### src/hdl/tm1637_pkg.sv
// Shared widths, step word encodings and debug LED mode codes.
`default_nettype none

package tm1637_pkg;

    localparam int STEP_WIDTH   = 48;  // One encoded step.
    localparam int ADDR_WIDTH   = 4;   // Step index, 16 steps.
    localparam int BYTE_WIDTH   = 8;   // Byte sent on the DIO link.
    localparam int REPEAT_WIDTH = 15;  // Repeat count, split across two fields.
    localparam int LED_WIDTH    = 4;   // Board LEDs and switches.

    // Normalised switch codes. Any other code shows the switches.
    localparam logic [LED_WIDTH-1:0] LED_MODE_STEP  = 4'b0001;  // Current step index.
    localparam logic [LED_WIDTH-1:0] LED_MODE_HEART = 4'b0100;  // Heartbeat level.
    localparam logic [LED_WIDTH-1:0] LED_MODE_PINS  = 4'b0101;  // Clock and data pins.
    localparam logic [LED_WIDTH-1:0] LED_MODE_WAIT  = 4'b0110;  // Sequencer waiting.

    // Ordinary step: optional byte write and optional wait for completion.
    typedef struct packed {
        logic                  backward;       // Jump goes backward.
        logic [2:0]            next;           // Jump offset, 0 halts.
        logic [27:0]           rsvd_time;      // Unused start-time field.
        logic [BYTE_WIDTH-1:0] tx_data;        // Byte to send.
        logic                  should_repeat;  // Clear for this view.
        logic [3:0]            rsvd_pins;
        logic                  wr;             // Send tx_data.
        logic                  rsvd_rd;
        logic                  wait_done;      // Hold until the byte is out.
    } step_cmd_t;

    // Repeat step: loads the loop counter.
    typedef struct packed {
        logic        backward;
        logic [2:0]  next;
        logic [27:0] rsvd_time;
        logic [7:0]  repeat_lo;      // Low count bits, shares tx_data bits.
        logic        should_repeat;  // Set for this view.
        logic [6:0]  repeat_hi;      // High count bits.
    } step_rep_t;

    // Same 48 bits read two ways, told apart by should_repeat.
    typedef union packed {
        step_cmd_t cmd;
        step_rep_t rep;
    } step_word_t;

endpackage

`default_nettype wire

### src/hdl/tick_divider.sv
// Tick divider producing a one-cycle tick enable and a heartbeat level.
`timescale 1ns/10ps
`default_nettype none

module tick_divider #(
    parameter int DIV_COUNT = 25_000_000  // clk_50M cycles per tick.
) (
    input  wire  clk_50M,
    input  wire  rst_n,
    output logic tick,   // One-cycle pulse.
    output logic heart   // Flips on every tick.
);

    localparam int CW = (DIV_COUNT > 1) ? $clog2(DIV_COUNT) : 1;

    logic [CW-1:0] cnt;  // Cycles since last tick.

    always_ff @(posedge clk_50M) begin
        if (!rst_n) begin
            cnt   <= '0;
            tick  <= 1'b0;
            heart <= 1'b0;
        end else if (cnt == CW'(DIV_COUNT - 1)) begin
            cnt   <= '0;      // Reload.
            tick  <= 1'b1;
            heart <= ~heart;
        end else begin
            cnt  <= cnt + 1'b1;
            tick <= 1'b0;
        end
    end

endmodule

`default_nettype wire

### src/hdl/step_rom.sv
// Combinational step ROM holding the display initialisation program.
`timescale 1ns/10ps
`default_nettype none

module step_rom (
    input  wire [tm1637_pkg::ADDR_WIDTH-1:0] step_id,
    output tm1637_pkg::step_word_t           step
);

    // Ordinary step that writes one byte.
    function automatic tm1637_pkg::step_word_t write_step(
        input logic [7:0] data,
        input logic       wait_done,
        input logic       backward,
        input logic [2:0] next
    );
        tm1637_pkg::step_word_t w;
        w               = '0;
        w.cmd.backward  = backward;
        w.cmd.next      = next;
        w.cmd.tx_data   = data;
        w.cmd.wr        = 1'b1;
        w.cmd.wait_done = wait_done;
        return w;
    endfunction

    // Repeat step that loads the loop counter and moves on.
    function automatic tm1637_pkg::step_word_t repeat_step(
        input logic [tm1637_pkg::REPEAT_WIDTH-1:0] count
    );
        tm1637_pkg::step_word_t w;
        w                   = '0;
        w.rep.next          = 3'd1;
        w.rep.should_repeat = 1'b1;
        w.rep.repeat_lo     = count[7:0];
        w.rep.repeat_hi     = count[14:8];
        return w;
    endfunction

    always_comb begin
        case (step_id)
            4'd0:    step = write_step(8'h40, 1'b1, 1'b0, 3'd1);  // Data command, auto increment.
            4'd1:    step = repeat_step(15'd2);                   // Loop the next pair twice more.
            4'd2:    step = write_step(8'hC0, 1'b1, 1'b0, 3'd1);  // Address command, digit 0.
            4'd3:    step = write_step(8'h3F, 1'b1, 1'b1, 3'd1);  // Segments for "0", loop back.
            4'd4:    step = write_step(8'h8F, 1'b1, 1'b0, 3'd1);  // Display on, full brightness.
            default: step = '0;                                   // Step 5 and spares halt.
        endcase
    end

endmodule

`default_nettype wire

### src/hdl/step_sequencer.sv
// Two-phase step sequencer with repeat counting, backward jumps and halt.
`timescale 1ns/10ps
`default_nettype none

module step_sequencer (
    input  wire                                  clk_50M,
    input  wire                                  rst_n,
    input  wire                                  tick,      // Step enable.
    input  tm1637_pkg::step_word_t               step,      // ROM word for step_id.
    input  wire                                  tx_done,   // Byte finished.
    input  wire                                  tx_busy,   // Serializer in use.
    output logic [tm1637_pkg::ADDR_WIDTH-1:0]    step_id,
    output logic                                 tx_start,  // Start pulse on a tick.
    output logic [tm1637_pkg::BYTE_WIDTH-1:0]    tx_byte,
    output logic                                 waiting    // Phase 1 holding for tx_done.
);

    localparam int AW = tm1637_pkg::ADDR_WIDTH;
    localparam int RW = tm1637_pkg::REPEAT_WIDTH;

    logic          phase;         // 0 sets up the step, 1 finishes it.
    logic          wait_q;        // Latched wait_done.
    logic          done_seen;     // tx_done arrived during phase 1.
    logic [AW-1:0] next_id;       // Index to load when phase 1 ends.
    logic [RW-1:0] repeat_count;  // Remaining backward jumps.

    // Decoded view of the current word.
    logic is_rep;
    logic is_halt;
    logic is_write;
    logic do_jump;

    assign is_rep   = step.cmd.should_repeat;                        // Same bit in both views.
    assign is_halt  = !is_rep && !step.cmd.backward && (step.cmd.next == 3'd0);
    assign is_write = !is_rep && !is_halt && step.cmd.wr;
    assign do_jump  = !is_rep && step.cmd.backward && (repeat_count != '0);

    // Start only on a tick with the serializer free.
    assign tx_start = tick && !phase && is_write && !tx_busy;
    assign tx_byte  = step.cmd.tx_data;                              // Sampled with tx_start.
    assign waiting  = phase && wait_q && !done_seen;

    always_ff @(posedge clk_50M) begin
        if (!rst_n) begin
            phase        <= 1'b0;
            wait_q       <= 1'b0;
            done_seen    <= 1'b0;
            next_id      <= '0;
            repeat_count <= '0;
            step_id      <= '0;
        end else if (!phase) begin
            // Halt holds here, a busy serializer stalls the write.
            if (tick && !is_halt && !(is_write && tx_busy)) begin
                phase     <= 1'b1;
                wait_q    <= !is_rep && step.cmd.wait_done;
                done_seen <= 1'b0;
                if (is_rep) begin
                    repeat_count <= {step.rep.repeat_hi, step.rep.repeat_lo};
                    next_id      <= step_id + 1'b1;
                end else if (do_jump) begin
                    repeat_count <= repeat_count - 1'b1;               // One pass used.
                    next_id      <= step_id - AW'(step.cmd.next);
                end else begin
                    next_id <= step_id + 1'b1;
                end
            end
        end else begin
            if (tick && (!wait_q || done_seen)) begin
                phase     <= 1'b0;
                done_seen <= 1'b0;
                step_id   <= next_id;  // New word appears from the ROM.
            end else if (tx_done) begin
                done_seen <= 1'b1;     // Kept until the next tick.
            end
        end
    end

endmodule

`default_nettype wire

### src/hdl/dio_serializer.sv
// Prescaled LSB-first byte transmitter driving the TM1637 clock and data lines.
`timescale 1ns/10ps
`default_nettype none

module dio_serializer #(
    parameter int PRESCALE = 2  // Ticks per half bit.
) (
    input  wire                                clk_50M,
    input  wire                                rst_n,
    input  wire                                tick,
    input  wire                                tx_start,  // Load tx_byte.
    input  wire  [tm1637_pkg::BYTE_WIDTH-1:0]  tx_byte,
    output logic                               tx_busy,
    output logic                               tx_done,   // Last high phase ended.
    output logic                               tm1637_clk,
    output logic                               tm1637_dio
);

    localparam int PW = (PRESCALE > 1) ? $clog2(PRESCALE) : 1;
    localparam int BW = tm1637_pkg::BYTE_WIDTH;

    logic [BW-1:0] shift_q;    // Bits not yet sent, current at [0].
    logic [PW-1:0] presc_cnt;  // Ticks into the half bit.
    logic [2:0]    bit_cnt;    // Bit being sent.
    logic          half_end;

    assign half_end = (presc_cnt == PW'(PRESCALE - 1));

    always_ff @(posedge clk_50M) begin
        if (!rst_n) begin
            tx_busy    <= 1'b0;
            tx_done    <= 1'b0;
            tm1637_clk <= 1'b1;  // Idle high.
            tm1637_dio <= 1'b1;
            presc_cnt  <= '0;
            bit_cnt    <= '0;
        end else begin
            tx_done <= 1'b0;
            if (tick) begin
                if (!tx_busy) begin
                    if (tx_start) begin
                        tx_busy    <= 1'b1;
                        tm1637_clk <= 1'b0;        // Falling edge launches bit 0.
                        tm1637_dio <= tx_byte[0];
                        presc_cnt  <= '0;
                        bit_cnt    <= '0;
                    end
                end else if (!half_end) begin
                    presc_cnt <= presc_cnt + 1'b1;
                end else begin
                    presc_cnt <= '0;
                    if (!tm1637_clk) begin
                        tm1637_clk <= 1'b1;        // Receiver samples here.
                    end else if (bit_cnt == 3'd7) begin
                        tx_busy    <= 1'b0;        // Clock stays high.
                        tx_done    <= 1'b1;
                        tm1637_dio <= 1'b1;
                    end else begin
                        bit_cnt    <= bit_cnt + 1'b1;
                        tm1637_clk <= 1'b0;
                        tm1637_dio <= shift_q[1];  // Next bit while clock is low.
                    end
                end
            end
        end
    end

    // Payload shifter, no reset.
    always_ff @(posedge clk_50M) begin
        if (tick && !tx_busy && tx_start) begin
            shift_q <= tx_byte;
        end else if (tick && tx_busy && half_end && tm1637_clk) begin
            shift_q <= shift_q >> 1;
        end
    end

endmodule

`default_nettype wire

### src/hdl/debug_led_mux.sv
// Debug LED multiplexer with switch normalisation and active-low LED drive.
`timescale 1ns/10ps
`default_nettype none

module debug_led_mux (
    input  wire                               rst_n,
    input  wire  [tm1637_pkg::LED_WIDTH-1:0]  switches,  // Inverted, SW4 at bit 0.
    input  wire  [tm1637_pkg::ADDR_WIDTH-1:0] step_id,
    input  wire                               heart,
    input  wire                               tm1637_clk,
    input  wire                               tm1637_dio,
    input  wire                               waiting,
    output logic [tm1637_pkg::LED_WIDTH-1:0]  led        // Active low, reversed.
);

    logic [tm1637_pkg::LED_WIDTH-1:0] norm_sw;  // Up is 1, SW4 is the MSB.
    logic [tm1637_pkg::LED_WIDTH-1:0] view;     // 1 means LED on.

    assign norm_sw = {~switches[0], ~switches[1], ~switches[2], ~switches[3]};

    always_comb begin
        case (norm_sw)
            tm1637_pkg::LED_MODE_STEP:  view = step_id;
            tm1637_pkg::LED_MODE_HEART: view = {heart, ~heart, 1'b1, 1'b0};
            tm1637_pkg::LED_MODE_PINS:  view = {tm1637_clk, ~tm1637_clk, tm1637_dio, ~tm1637_dio};
            tm1637_pkg::LED_MODE_WAIT:  view = {3'b000, waiting};
            default:                    view = norm_sw;  // Echo the switches.
        endcase
    end

    // All LEDs forced during reset. Otherwise invert and reverse for the board.
    assign led = (!rst_n) ? '1 : {~view[0], ~view[1], ~view[2], ~view[3]};

endmodule

`default_nettype wire

### src/hdl/tm1637_demo.sv
// Top level of the TM1637 initialiser with divider, ROM, sequencer, serializer and LED mux.
`timescale 1ns/10ps
`default_nettype none

module tm1637_demo #(
    parameter int DIV_COUNT = 25_000_000,  // One tick per half second.
    parameter int PRESCALE  = 2            // Ticks per half bit.
) (
    input  wire                               clk_50M,
    input  wire                               rst_n,
    input  wire  [tm1637_pkg::LED_WIDTH-1:0]  switches,
    output wire                               tm1637_clk,
    output wire                               tm1637_dio,
    output wire  [tm1637_pkg::LED_WIDTH-1:0]  led
);

    wire                                tick;
    wire                                heart;
    wire [tm1637_pkg::ADDR_WIDTH-1:0]   step_id;
    tm1637_pkg::step_word_t             step;
    wire                                tx_start;
    wire [tm1637_pkg::BYTE_WIDTH-1:0]   tx_byte;
    wire                                tx_busy;
    wire                                tx_done;
    wire                                waiting;

    tick_divider #(.DIV_COUNT(DIV_COUNT)) tick_divider_i (
        .clk_50M (clk_50M),
        .rst_n   (rst_n),
        .tick    (tick),
        .heart   (heart)
    );

    step_rom step_rom_i (
        .step_id (step_id),
        .step    (step)
    );

    step_sequencer step_sequencer_i (
        .clk_50M  (clk_50M),
        .rst_n    (rst_n),
        .tick     (tick),
        .step     (step),
        .tx_done  (tx_done),
        .tx_busy  (tx_busy),
        .step_id  (step_id),
        .tx_start (tx_start),
        .tx_byte  (tx_byte),
        .waiting  (waiting)
    );

    dio_serializer #(.PRESCALE(PRESCALE)) dio_serializer_i (
        .clk_50M    (clk_50M),
        .rst_n      (rst_n),
        .tick       (tick),
        .tx_start   (tx_start),
        .tx_byte    (tx_byte),
        .tx_busy    (tx_busy),
        .tx_done    (tx_done),
        .tm1637_clk (tm1637_clk),
        .tm1637_dio (tm1637_dio)
    );

    debug_led_mux debug_led_mux_i (
        .rst_n      (rst_n),
        .switches   (switches),
        .step_id    (step_id),
        .heart      (heart),
        .tm1637_clk (tm1637_clk),
        .tm1637_dio (tm1637_dio),
        .waiting    (waiting),
        .led        (led)
    );

endmodule

`default_nettype wire

### config.mk
export PLATFORM = sky130hd
export DESIGN_NAME = tm1637_demo
export DESIGN_NICKNAME = d
export VERILOG_FILES = /design/src/hdl/tm1637_pkg.sv /design/src/hdl/tick_divider.sv /design/src/hdl/step_rom.sv /design/src/hdl/step_sequencer.sv /design/src/hdl/dio_serializer.sv /design/src/hdl/debug_led_mux.sv /design/src/hdl/tm1637_demo.sv
export SDC_FILE = /design/constraint.sdc
export NUM_CORES = 1
export LEC_CHECK = 0
export BUFFER_PORTS_ARGS = -buffer_cell sky130_fd_sc_hd__buf_2
export CAP_MARGIN = 20
export CORE_MARGIN = 4
export CORE_UTILIZATION = 45
export DETAILED_ROUTE_END_ITERATION = 6
export PLACE_DENSITY = 0.6
export SYNTH_ARGS = -nofsm -noshare
export SYNTH_HDL_FRONTEND = slang
export SYNTH_HIERARCHICAL = 1
export SYNTH_SLANG_ARGS = --single-unit
### constraint.sdc
create_clock -name clk_50M -period 4.4 [get_ports clk_50M]
set_input_delay 0.66 -clock clk_50M [delete_from_list [all_inputs] [get_ports clk_50M]]
set_output_delay 0.66 -clock clk_50M [all_outputs]
set_load 0.005 [all_outputs]
==> metrics.csv <==
metric,value,unit
status,completed,
critPathMaxFanout,12,
drtAntennaViolNets,0,
power_density,268.2,nW/um^2
grt_use_total,16.99,%
skew,0.008570,ns
arrival,3.71,ns
diodes,0,
fin_total_pwr,1.117,mW
core_area,8721,sq um
syn_area,4040,sq um
p_sw,0.2479,mW
fmax,288.9,MHz
layout_commonest_cell,dfxtp_1,
htree_levels,3,
cp-end-kind,flip-flop,
p_sw_share,22.19,%
setup-violations-final,0,
leakage,1.520,nW
die_w,102.8,microns
period_share,78.67,%
final-max-slew-violation-count,0,
nNetsFinal,480,
clock_power_share,39.5,%
hold_class,reg2reg,
cts_sinks,68,
worstMarginPinSlew,0.6696,ns
wirelength,8368,microns
crit_path_top_delay_cell,dfxtp_1,
antenna_found_initial,0,
portBuffers,11,
multi_input_area,2276,sq um
cp_data_required_time,4.65,ns
area_growth,3.097,%
drc,0,
placed_cell_area,4006,sq um
drt_iter0_markers,163,
ios,12,
post-dp-hpwl,5749,microns
fin_area,4165,sq um
drv_cap,0,
slew_headroom,54.73,%
syn_area_per_cell,8.417,sq um
cts_made_buffers,9,
initial_core_util,46.33,%
grt_first_pass_wirelength,14390,microns
clock-root-buffer,clkbuf_8,
yosys_warnings,6,
cts_hold_buf,0,
grt_max_degree,49,
seq_power_share,56.6,%
clk_path_buf_depth,2,
cp-start-kind,flip-flop,
vias,3314,
period_minus_slack,3.461,ns
cts_resized,0,
worstSetupPathType,reg2reg,
setup_tns,0,ns
overflow,0,
ff_latch_area,1431,sq um
p_comb_share,3.9,%
cts_tree,yes,
post_cts_buffers,0,
cp_cell_sequence,nor2_1 > and3_1 > or4_1 > o21ai_0 > nor4b_1 > nand3b_1 > nand2_1 > a311oi_1,
vdd_drop_max,0.1859,mV
clock_latency,0.34,ns
crit_path_max_incr_delay,0.60,ns
fp.dieH,102.8,microns
final_cell_mix,"61 x dfxtp_1, 39 x nor2_1, 33 x nand2_1",
dieArea,10560,sq um
cellInternalPower,0.8693,mW
row_count,34,
firstDrtPassIters,4,
avgViaCountPerCell,5.763,
hold_viol_final,0,
gp_congestion,0.8082,
rsz0062_at_grt,no,
clk_pin_slew,0.07,ns
nFillCells,861,
syn-instance-count,480,
wl_per_cell,14.55,microns
drive_gt1_share,13.49,%
grt_pass1_vias,3019,
-- registers in the layout, summed over array words and instances, names as in the netlist, 3 cells and up --
signal / count
step_sequencer_i/repeat_count: 15
tick_divider_i/cnt: 25
step_sequencer_i/next_id: 4
step_sequencer_i/step_id: 4
dio_serializer_i/shift_q: 7
dio_serializer_i/bit_cnt: 3
-- metrics by stage --
stage               instances  hold WS [ns]  util, %  setup slack, ns
global route              575        0.4969    47.76           0.6281
floorplan                 486        0.4300        -            1.673
finish                    575        0.4646    47.76           0.9386
CTS                       575        0.4703    47.76           0.9548
global placement          562        0.4408    45.94            1.121
detailed placement        562        0.4554    45.94           0.9918
-- metal layers --
layer	GRT usage, %	share of wire, %	up-vias
li1	-	-	1687
met1	21.44	48	1579
met2	28.45	48	38
met3	4.804	2.4	10
met4	4.781	1.3	0
met5	0	0	-
-- critical path, delay by kind of cell, from the launching register on --
family          cells  cell delay (ns)
compound gates      2             0.77
flops               1             0.60
simple gates        6             2.01
-- cell type report --
type	instances	area share [%]
Multi-Input combinational cell	350	54.64
Tap cell	108	3.244
Clock buffer	13	3.815
Inverter	21	1.892
Sequential cell	68	34.36
Timing Repair Buffer	15	2.043
-- path summary, 6_finish.rpt --
check                                    from                          end  slack, ns  depth (start not counted)
setup / recovery  step_sequencer_i/step_id[3]  dio_serializer_i/bit_cnt[0]       0.94                          8
hold reg to reg         tick_divider_i/cnt[0]        tick_divider_i/cnt[0]       0.46                          1
hold / removal          tick_divider_i/cnt[0]        tick_divider_i/cnt[0]       0.46                          1
setup reg to reg  step_sequencer_i/step_id[3]  dio_serializer_i/bit_cnt[0]       0.94                          8
-- power groups by stage --
stage / clock (mW) / sequential, mW / combinational, mW
after floorplan: 0 / 0.645 / 0.0328
after global placement: 0 / 0.646 / 0.0424
after detailed placement: 0 / 0.646 / 0.0433
after CTS: 0.461 / 0.632 / 0.0436
after global routing: 0.483 / 0.632 / 0.0503
final: 0.442 / 0.632 / 0.0436
(Power assumes the default switching activity.)
